### src/logic/rv32_pkg.sv
package rv32_pkg;

    localparam int xlen = 32;                     // Data and address width.
    localparam logic [xlen-1:0] reset_pc = '0;    // Address of the first fetch.

    // Major opcodes of the supported subset.
    localparam logic [6:0] op_reg    = 7'b0110011;
    localparam logic [6:0] op_imm    = 7'b0010011;
    localparam logic [6:0] op_lui    = 7'b0110111;
    localparam logic [6:0] op_branch = 7'b1100011;
    localparam logic [6:0] op_jal    = 7'b1101111;

    typedef enum logic [3:0] {
        alu_add,
        alu_sub,
        alu_and,
        alu_or,
        alu_xor,
        alu_slt,
        alu_sll,
        alu_srl,
        alu_pass_b
    } alu_op_e;

    typedef struct packed {
        logic [6:0] funct7;
        logic [4:0] rs2;
        logic [4:0] rs1;
        logic [2:0] funct3;
        logic [4:0] rd;
        logic [6:0] opcode;
    } r_fmt_t;

    typedef struct packed {
        logic [11:0] imm;
        logic [4:0]  rs1;
        logic [2:0]  funct3;
        logic [4:0]  rd;
        logic [6:0]  opcode;
    } i_fmt_t;

    typedef struct packed {
        logic       imm_12;
        logic [5:0] imm_10_5;
        logic [4:0] rs2;
        logic [4:0] rs1;
        logic [2:0] funct3;
        logic [3:0] imm_4_1;
        logic       imm_11;
        logic [6:0] opcode;
    } b_fmt_t;

    typedef struct packed {
        logic [19:0] imm;      // Also carries the scrambled J-type immediate.
        logic [4:0]  rd;
        logic [6:0]  opcode;
    } u_fmt_t;

    typedef union packed {
        r_fmt_t r_fmt;
        i_fmt_t i_fmt;
        b_fmt_t b_fmt;
        u_fmt_t u_fmt;
    } instr_u;

    typedef struct packed {
        alu_op_e    alu_op;
        logic       use_imm;      // Operand b comes from the immediate.
        logic       is_branch;
        logic       branch_ne;    // Set for BNE, clear for BEQ.
        logic       is_jal;
        logic [4:0] rd;
        logic       rd_write;
        logic [4:0] rs1;
        logic [4:0] rs2;
    } ctrl_t;

    typedef struct packed {
        logic            valid;
        logic [4:0]      rd;
        logic [xlen-1:0] value;
        logic [xlen-1:0] pc;
    } wb_trace_t;

    typedef enum logic [1:0] {
        step_fetch,
        step_exec,
        step_wb
    } step_e;

endpackage

### src/logic/rv32_control.sv
`timescale 1ns/10ps

module rv32_control (
    input  logic clk,
    input  logic rst_n,
    output logic fetch_en,
    output logic exec_en,
    output logic wb_en
);
    import rv32_pkg::*;

    step_e state;
    step_e state_next;

    always_comb begin
        case (state)
            step_fetch: state_next = step_exec;
            step_exec:  state_next = step_wb;
            step_wb:    state_next = step_fetch;    // Next instruction.
            default:    state_next = step_fetch;    // Recover from the unused code.
        endcase
    end

    always_ff @(posedge clk or negedge rst_n) begin
        if (!rst_n) begin
            state <= step_fetch;
        end else begin
            state <= state_next;
        end
    end

    // One strobe per step, so exactly one is high in any cycle.
    always_comb begin
        fetch_en = (state == step_fetch);
        exec_en  = (state == step_exec);
        wb_en    = (state == step_wb);
    end

endmodule

### src/logic/rv32_pc.sv
`timescale 1ns/10ps

module rv32_pc (
    input  logic                     clk,
    input  logic                     rst_n,
    input  logic                     wb_en,
    input  logic                     taken,
    input  logic [rv32_pkg::xlen-1:0] target,
    output logic [rv32_pkg::xlen-1:0] pc
);
    import rv32_pkg::*;

    logic [xlen-1:0] pc_next;

    always_comb begin
        pc_next = taken ? target : pc + xlen'(4);    // Jump or fall through.
    end

    // The PC only moves on the edge that ends writeback.
    always_ff @(posedge clk or negedge rst_n) begin
        if (!rst_n) begin
            pc <= reset_pc;
        end else if (wb_en) begin
            pc <= pc_next;
        end
    end

endmodule

### src/logic/rv32_decode.sv
`timescale 1ns/10ps

module rv32_decode (
    input  logic                      clk,
    input  logic                      rst_n,
    input  logic                      fetch_en,
    input  logic [rv32_pkg::xlen-1:0] imem_data,
    output rv32_pkg::ctrl_t           ctrl,
    output logic [rv32_pkg::xlen-1:0] imm
);
    import rv32_pkg::*;

    instr_u ir;

    // Shared funct3 map of the register and immediate ALU ops.
    function automatic alu_op_e funct3_op(input logic [2:0] funct3, input logic alt);
        case (funct3)
            3'b000:  funct3_op = alt ? alu_sub : alu_add;
            3'b001:  funct3_op = alu_sll;
            3'b010:  funct3_op = alu_slt;
            3'b100:  funct3_op = alu_xor;
            3'b101:  funct3_op = alu_srl;
            3'b110:  funct3_op = alu_or;
            3'b111:  funct3_op = alu_and;
            default: funct3_op = alu_add;
        endcase
    endfunction

    always_ff @(posedge clk or negedge rst_n) begin
        if (!rst_n) begin
            ir <= '0;    // Opcode zero decodes as a no-op.
        end else if (fetch_en) begin
            ir <= imem_data;
        end
    end

    always_comb begin
        ctrl      = '0;
        imm       = '0;
        ctrl.rd   = ir.r_fmt.rd;
        ctrl.rs1  = ir.r_fmt.rs1;
        ctrl.rs2  = ir.r_fmt.rs2;
        case (ir.r_fmt.opcode)
            op_reg: begin
                ctrl.alu_op   = funct3_op(ir.r_fmt.funct3, ir.r_fmt.funct7[5]);
                ctrl.rd_write = 1'b1;
            end
            op_imm: begin
                ctrl.alu_op   = funct3_op(ir.i_fmt.funct3, 1'b0);
                ctrl.use_imm  = 1'b1;
                ctrl.rd_write = 1'b1;
                imm = {{20{ir.i_fmt.imm[11]}}, ir.i_fmt.imm};
            end
            op_lui: begin
                ctrl.alu_op   = alu_pass_b;
                ctrl.use_imm  = 1'b1;
                ctrl.rd_write = 1'b1;
                imm = {ir.u_fmt.imm, 12'b0};
            end
            op_branch: begin
                ctrl.is_branch = 1'b1;
                ctrl.branch_ne = ir.b_fmt.funct3[0];    // funct3 001 is BNE.
                imm = {{19{ir.b_fmt.imm_12}}, ir.b_fmt.imm_12, ir.b_fmt.imm_11,
                       ir.b_fmt.imm_10_5, ir.b_fmt.imm_4_1, 1'b0};
            end
            op_jal: begin
                ctrl.is_jal   = 1'b1;
                ctrl.rd_write = 1'b1;
                imm = {{11{ir.u_fmt.imm[19]}}, ir.u_fmt.imm[19], ir.u_fmt.imm[7:0],
                       ir.u_fmt.imm[8], ir.u_fmt.imm[18:9], 1'b0};
            end
            default: begin
                ctrl.rd_write = 1'b0;    // Unknown opcodes retire as no-ops.
            end
        endcase
    end

endmodule

### src/logic/rv32_regfile.sv
`timescale 1ns/10ps

module rv32_regfile (
    input  logic                      clk,
    input  logic                      rst_n,
    input  logic [4:0]                rs1,
    input  logic [4:0]                rs2,
    output logic [rv32_pkg::xlen-1:0] rs1_value,
    output logic [rv32_pkg::xlen-1:0] rs2_value,
    input  logic                      wb_en,
    input  logic                      rd_write,
    input  logic [4:0]                rd,
    input  logic [rv32_pkg::xlen-1:0] rd_value
);
    import rv32_pkg::*;

    logic [xlen-1:0] regs [32];

    always_ff @(posedge clk or negedge rst_n) begin
        if (!rst_n) begin
            for (int i = 0; i < 32; i++) begin
                regs[i] <= '0;
            end
        end else if (wb_en && rd_write && rd != 5'd0) begin
            regs[rd] <= rd_value;    // Writes to x0 are dropped.
        end
    end

    always_comb begin
        rs1_value = (rs1 == 5'd0) ? '0 : regs[rs1];
        rs2_value = (rs2 == 5'd0) ? '0 : regs[rs2];
    end

endmodule

### src/logic/rv32_alu.sv
`timescale 1ns/10ps

module rv32_alu (
    input  logic                      clk,
    input  logic                      rst_n,
    input  logic                      exec_en,
    input  rv32_pkg::ctrl_t           ctrl,
    input  logic [rv32_pkg::xlen-1:0] pc,
    input  logic [rv32_pkg::xlen-1:0] imm,
    input  logic [rv32_pkg::xlen-1:0] rs1_value,
    input  logic [rv32_pkg::xlen-1:0] rs2_value,
    output logic [rv32_pkg::xlen-1:0] result,
    output logic [rv32_pkg::xlen-1:0] target,
    output logic                      taken
);
    import rv32_pkg::*;

    logic [xlen-1:0] op_b;
    logic [xlen-1:0] alu_out;
    logic            taken_next;

    always_comb begin
        op_b = ctrl.use_imm ? imm : rs2_value;
        case (ctrl.alu_op)
            alu_sub:    alu_out = rs1_value - op_b;
            alu_and:    alu_out = rs1_value & op_b;
            alu_or:     alu_out = rs1_value | op_b;
            alu_xor:    alu_out = rs1_value ^ op_b;
            alu_slt:    alu_out = {{(xlen-1){1'b0}}, $signed(rs1_value) < $signed(op_b)};
            alu_sll:    alu_out = rs1_value << op_b[4:0];
            alu_srl:    alu_out = rs1_value >> op_b[4:0];
            alu_pass_b: alu_out = op_b;    // LUI passes the upper immediate.
            default:    alu_out = rs1_value + op_b;
        endcase
        // BEQ takes on equality, BNE on its inverse.
        taken_next = ctrl.is_jal |
                     (ctrl.is_branch & ((rs1_value == rs2_value) ^ ctrl.branch_ne));
    end

    always_ff @(posedge clk) begin
        if (exec_en) begin
            result <= ctrl.is_jal ? pc + xlen'(4) : alu_out;    // JAL links pc plus four.
            target <= pc + imm;
        end
    end

    always_ff @(posedge clk or negedge rst_n) begin
        if (!rst_n) begin
            taken <= 1'b0;
        end else if (exec_en) begin
            taken <= taken_next;
        end
    end

endmodule

### src/logic/rv32.sv
`timescale 1ns/10ps

module rv32 (
    input  logic                      clk,
    input  logic                      rst_n,
    input  logic [rv32_pkg::xlen-1:0] imem_data,
    output logic [rv32_pkg::xlen-1:0] imem_addr,
    output rv32_pkg::wb_trace_t       trace,
    output logic [7:0]                leds
);
    import rv32_pkg::*;

    logic            fetch_en;
    logic            exec_en;
    logic            wb_en;
    ctrl_t           ctrl;
    logic [xlen-1:0] imm;
    logic [xlen-1:0] pc;
    logic [xlen-1:0] rs1_value;
    logic [xlen-1:0] rs2_value;
    logic [xlen-1:0] result;
    logic [xlen-1:0] target;
    logic            taken;
    logic            retire_write;

    rv32_control control_unit (
        .clk(clk), .rst_n(rst_n),
        .fetch_en(fetch_en), .exec_en(exec_en), .wb_en(wb_en)
    );

    rv32_pc pc_unit (
        .clk(clk), .rst_n(rst_n),
        .wb_en(wb_en), .taken(taken), .target(target), .pc(pc)
    );

    rv32_decode decode_unit (
        .clk(clk), .rst_n(rst_n),
        .fetch_en(fetch_en), .imem_data(imem_data), .ctrl(ctrl), .imm(imm)
    );

    rv32_regfile regfile_unit (
        .clk(clk), .rst_n(rst_n),
        .rs1(ctrl.rs1), .rs2(ctrl.rs2), .rs1_value(rs1_value), .rs2_value(rs2_value),
        .wb_en(wb_en), .rd_write(ctrl.rd_write), .rd(ctrl.rd), .rd_value(result)
    );

    rv32_alu alu_unit (
        .clk(clk), .rst_n(rst_n),
        .exec_en(exec_en), .ctrl(ctrl), .pc(pc), .imm(imm),
        .rs1_value(rs1_value), .rs2_value(rs2_value),
        .result(result), .target(target), .taken(taken)
    );

    always_comb begin
        imem_addr    = pc;    // The bench answers within the fetch cycle.
        retire_write = wb_en && ctrl.rd_write && (ctrl.rd != 5'd0);
        trace.valid  = wb_en;
        trace.rd     = retire_write ? ctrl.rd : 5'd0;
        trace.value  = retire_write ? result : '0;
        trace.pc     = pc;    // Still the retiring instruction's address.
    end

    always_ff @(posedge clk or negedge rst_n) begin
        if (!rst_n) begin
            leds <= '0;
        end else if (retire_write && ctrl.rd == 5'd31) begin
            leds <= result[7:0];    // Low byte of each write to x31.
        end
    end

endmodule

### config.mk
export PLATFORM = sky130hd
export DESIGN_NAME = rv32
export DESIGN_NICKNAME = d
export VERILOG_FILES = /design/src/logic/rv32_pkg.sv /design/src/logic/rv32_control.sv /design/src/logic/rv32_pc.sv /design/src/logic/rv32_decode.sv /design/src/logic/rv32_regfile.sv /design/src/logic/rv32_alu.sv /design/src/logic/rv32.sv
export SDC_FILE = /design/constraint.sdc
export NUM_CORES = 2
export LEC_CHECK = 0
export BUFFER_PORTS_ARGS = -buffer_cell sky130_fd_sc_hd__buf_2
export CAP_MARGIN = 20
export CORE_MARGIN = 3
export CORE_UTILIZATION = 58
export CTS_CLUSTER_SIZE = 10
export DETAILED_ROUTE_END_ITERATION = 7
export PLACE_DENSITY = 0.78
export SETUP_SLACK_MARGIN = 0.4
export SKIP_CTS_REPAIR_TIMING = 1
export SLEW_MARGIN = 10
export SYNTH_ARGS = -nofsm -noshare
export SYNTH_HDL_FRONTEND = slang
export SYNTH_SLANG_ARGS = --single-unit
### constraint.sdc
create_clock -name clk -period 5.3 [get_ports clk]
set_input_delay 0.265 -clock clk [delete_from_list [all_inputs] [get_ports clk]]
set_output_delay 0.265 -clock clk [all_outputs]
set_load 0.03 [all_outputs]
==> impl_metrics.ini <==
[worst_setup_path]
r2r_start = decode_unit.ir[15]$_DFFE_PN0N_
start_kind = flop
cp-end-kind = flop
critPathArrivalTime_ps = 6350
cp_top_family = compound AO/OA/AOI/OAI gates
path_cells = buf_12 -> mux4_2 -> mux4_2 -> a22oi_2 -> buf_4 -> buf_4 -> ha_4 -> buf_4 -> inv_2 -> fa_2 -> a21o_1 -> a21oi_4 -> o211ai_1 -> nand3b_1 -> a311oi_2 -> buf_4 -> o311ai_2 -> buf_4 -> o21ai_1 -> a211o_1 -> o31ai_4 -> xnor2_2 -> a2111oi_2 -> a21oi_1
critPathKind = flop to flop
critPathLaunch = decode_unit.ir[15]$_DFFE_PN0N_
endpoint = alu_unit.result[26]$_DFFE_PN_
cp_num_buf_inv = 7
critPathRequiredTime_ps = 5830
reg2reg_setup_slack_ps = -520
reg2reg_depth = 24
crit_top_cell = buf_4
r2r_end = alu_unit.result[26]$_DFFE_PN_
max_stage_delay_ps = 540
path_max_fanout = 6
cp.depth = 24
cp_slowest_cell = mux4_2

[final_layout]
layout_commonest_cell = dfrtp_1
multi_input_area_um2 = 40400
area_growth_pct = 22.0
mostFrequentLayoutCells = 1089 x dfrtp_1, 1026 x mux2_2, 873 x buf_4
fill_cells = 7724
final_net_count = 6816
seqCellArea_um2 = 29500
drive_gt1_frac = 0.473
fin_util = 0.719
design_area_um2 = 87000

[clock_network]
clk_latency_ps = 800
cts_tree = built
numCtsBuffers = 139
htreeDepth = 4
cts_root_buf = clkbuf_16
cts_sinks = 1163
cts.clk_slew.worst_paths_ps = 60
clock_path_buffers = 3

[logic_synthesis]
synth-compound-area-share = 0.0798
synth_edf_count = 64
synth_seq_area_share = 0.413
ys_ff_latch = 1163
synth_area_um2 = 71300
synth_ff_type = dfrtp_1
synth_mux_area_frac = 0.355
syn_avg_cell_area_um2 = 12.1
yosys.area_share.simple = 0.0706
syn_inst = 5897
synthArstFlopShare = 0.945
yosysWarnings = 0
synth_top_family_by_area = multiplexers
synth-adder-area-share = 0.0235
synth.distinct_cells = 83
synthXorXnorAreaFrac = 0.0139
synth_fp_nets = 6063

[timing]
timing.final.crit_share = 1.10
rsz0062_at_grt = true
fmax_mhz = 172
fin_skew_ps = 48.4
relSlewSlack = 0.228
timing.final.ws_setup_ps = -518
worst_pin_slew_ps = 1160
fin_crit_ps = 5820
setup_tns_ps = -6110
slew_viol_final = 0
setup_violations = 22
hold_viol_final = 0

[drt]
dr_wl_met2_mm = 126
vias_per_cell = 7.14
wire_per_inst_um = 34.5
topRoutingLayerUsed = met5
drtPass1Iterations = 8
dr_wl_met3_mm = 36.2
met1_length_mm = 102
drtAntennaViolNets = 0
vias = 59500
drtIter0Drc = 8690
drcViolationCount = 1
totalWireLength_mm = 287

[pwr]
pwr-share-seq = 0.441
leakagePower_nw = 40.9
ir_drop_mv = 0.353
power_switching_mw = 5.71
swShare = 0.274
clkPwrFrac = 0.427
power_density_nw_per_um2 = 239
p_int_mw = 15.1
combPwrFrac = 0.132

[global_route]
grt_max_degree = 166
antenna_found_initial = 11
grt_pass1_vias = 58700
overflow = 0
grt_usage = 0.434
grt_pass1_wl_mm = 401

[job]
drv_cap = 0

[outcome]
violations = design-rule violations, negative setup slack
status = finished, violations left

[die]
die_area_um2 = 127000
core_um2 = 121000
num_rows = 127
die_w_um = 357
ioPinCount = 144
die_h_um = 357
start_util = 0.589

[place]
gp_congestion = 1.05
portBuffers = 143
hpwl_mm = 189
place_area_um2 = 79500

[min_path]
hold_class = input pin to async pin
==> flip-flops by register name, indices dropped and copies added, names as in the netlist <==
| name | count |
|---|---|
| alu_unit.taken | 1 |
| pc_unit.pc | 32 |
| regfile_unit.regs | 1024 |
| alu_unit.result | 32 |
| decode_unit.ir | 32 |
| alu_unit.target | 32 |
| leds | 8 |
| control_unit.state | 2 |
==> power groups by stage <==
stage | clock network, mW | logic (mW) | registers, mW
2_1_floorplan | 0 | 1.27 | 9.30
3_3_place_gp | 0 | 2.39 | 9.32
3_5_place_dp | 0 | 2.40 | 9.32
4_1_cts | 8.89 | 2.41 | 9.17
5_1_grt | 9.28 | 2.87 | 9.18
6_report | 8.90 | 2.75 | 9.18
==> per-layer routing <==
metal | up-vias | global-route usage
li1 | 23400 | -
met1 | 30000 | 0.558
met2 | 4718 | 0.646
met3 | 1349 | 0.136
met4 | 10 | 0.263
met5 | - | 0
==> cell usage after synthesis, types with 28 or more instances <==
master / instances / area (µm²)
buf_1: 46 / 173
xnor2_1: 90 / 788
mux4_2: 514 / 11600
nand3_1: 46 / 230
o22ai_1: 43 / 269
mux2_2: 1027 / 11600
inv_1: 120 / 450
a221oi_1: 71 / 622
clkbuf_1: 376 / 1410
a211oi_1: 33 / 248
nor3_1: 45 / 225
nand2_1: 525 / 1970
a21o_1: 30 / 225
a22oi_1: 71 / 533
nor2_1: 309 / 1160
buf_4: 81 / 608
and2_1: 57 / 357
ha_1: 129 / 1610
nand2b_1: 32 / 200
buf_2: 81 / 405
edfxtp_1: 64 / 1920
dfrtp_1: 1099 / 27500
mux2i_1: 211 / 2110
and3_1: 28 / 175
o21ai_0: 193 / 966
a21oi_1: 213 / 1070
==> kinds of logic after synthesis <==
kind of cell / count (synthesis)
AND/OR/NAND/NOR: 1143
buffers and inverters: 720
adder cells (fa/ha/maj): 132
XOR/XNOR: 113
multiplexers: 1755
flip-flops: 1163
AO/OA/AOI/OAI: 871
==> per-stage QoR <==
stage	hold WS, ps	power (mW)	setup slack, ps	cells
after floorplan	-30.6	10.6	-64.6	5897
final	81.2	20.8	-518	8333
after global routing	144	21.3	-648	8321
after global placement	347	11.7	-871	7969
after CTS	-478	20.5	-843	8168
after detailed placement	338	11.7	-827	7969
==> area by class of cell <==
type	count	share of cell area
multi-input cells	4014	0.465
flip-flops and latches	1163	0.339
diodes	13	0.000374
repair buffers	1207	0.121
well taps	1612	0.0232
clock buffers	176	0.0421
inverters	125	0.00560
clock inverters	23	0.00446
==> worst min-delay path by stage <==
| stage | startpoint | end | slack (ps) | depth (start not counted) |
|---|---|---|---|---|
| floorplan | rst_n | alu_unit.taken$_DFFE_PN0N_ | -30 | 0 |
| global placement | rst_n | regfile_unit.regs[690]$_DFFE_PN0P_ | 350 | 1 |
| detailed placement | rst_n | regfile_unit.regs[722]$_DFFE_PN0P_ | 340 | 1 |
| CTS | rst_n | regfile_unit.regs[722]$_DFFE_PN0P_ | -480 | 1 |
| global route | rst_n | regfile_unit.regs[722]$_DFFE_PN0P_ | 140 | 2 |
| finish | rst_n | regfile_unit.regs[722]$_DFFE_PN0P_ | 80 | 2 |
Note: power is estimated with default switching activity, not from simulation.
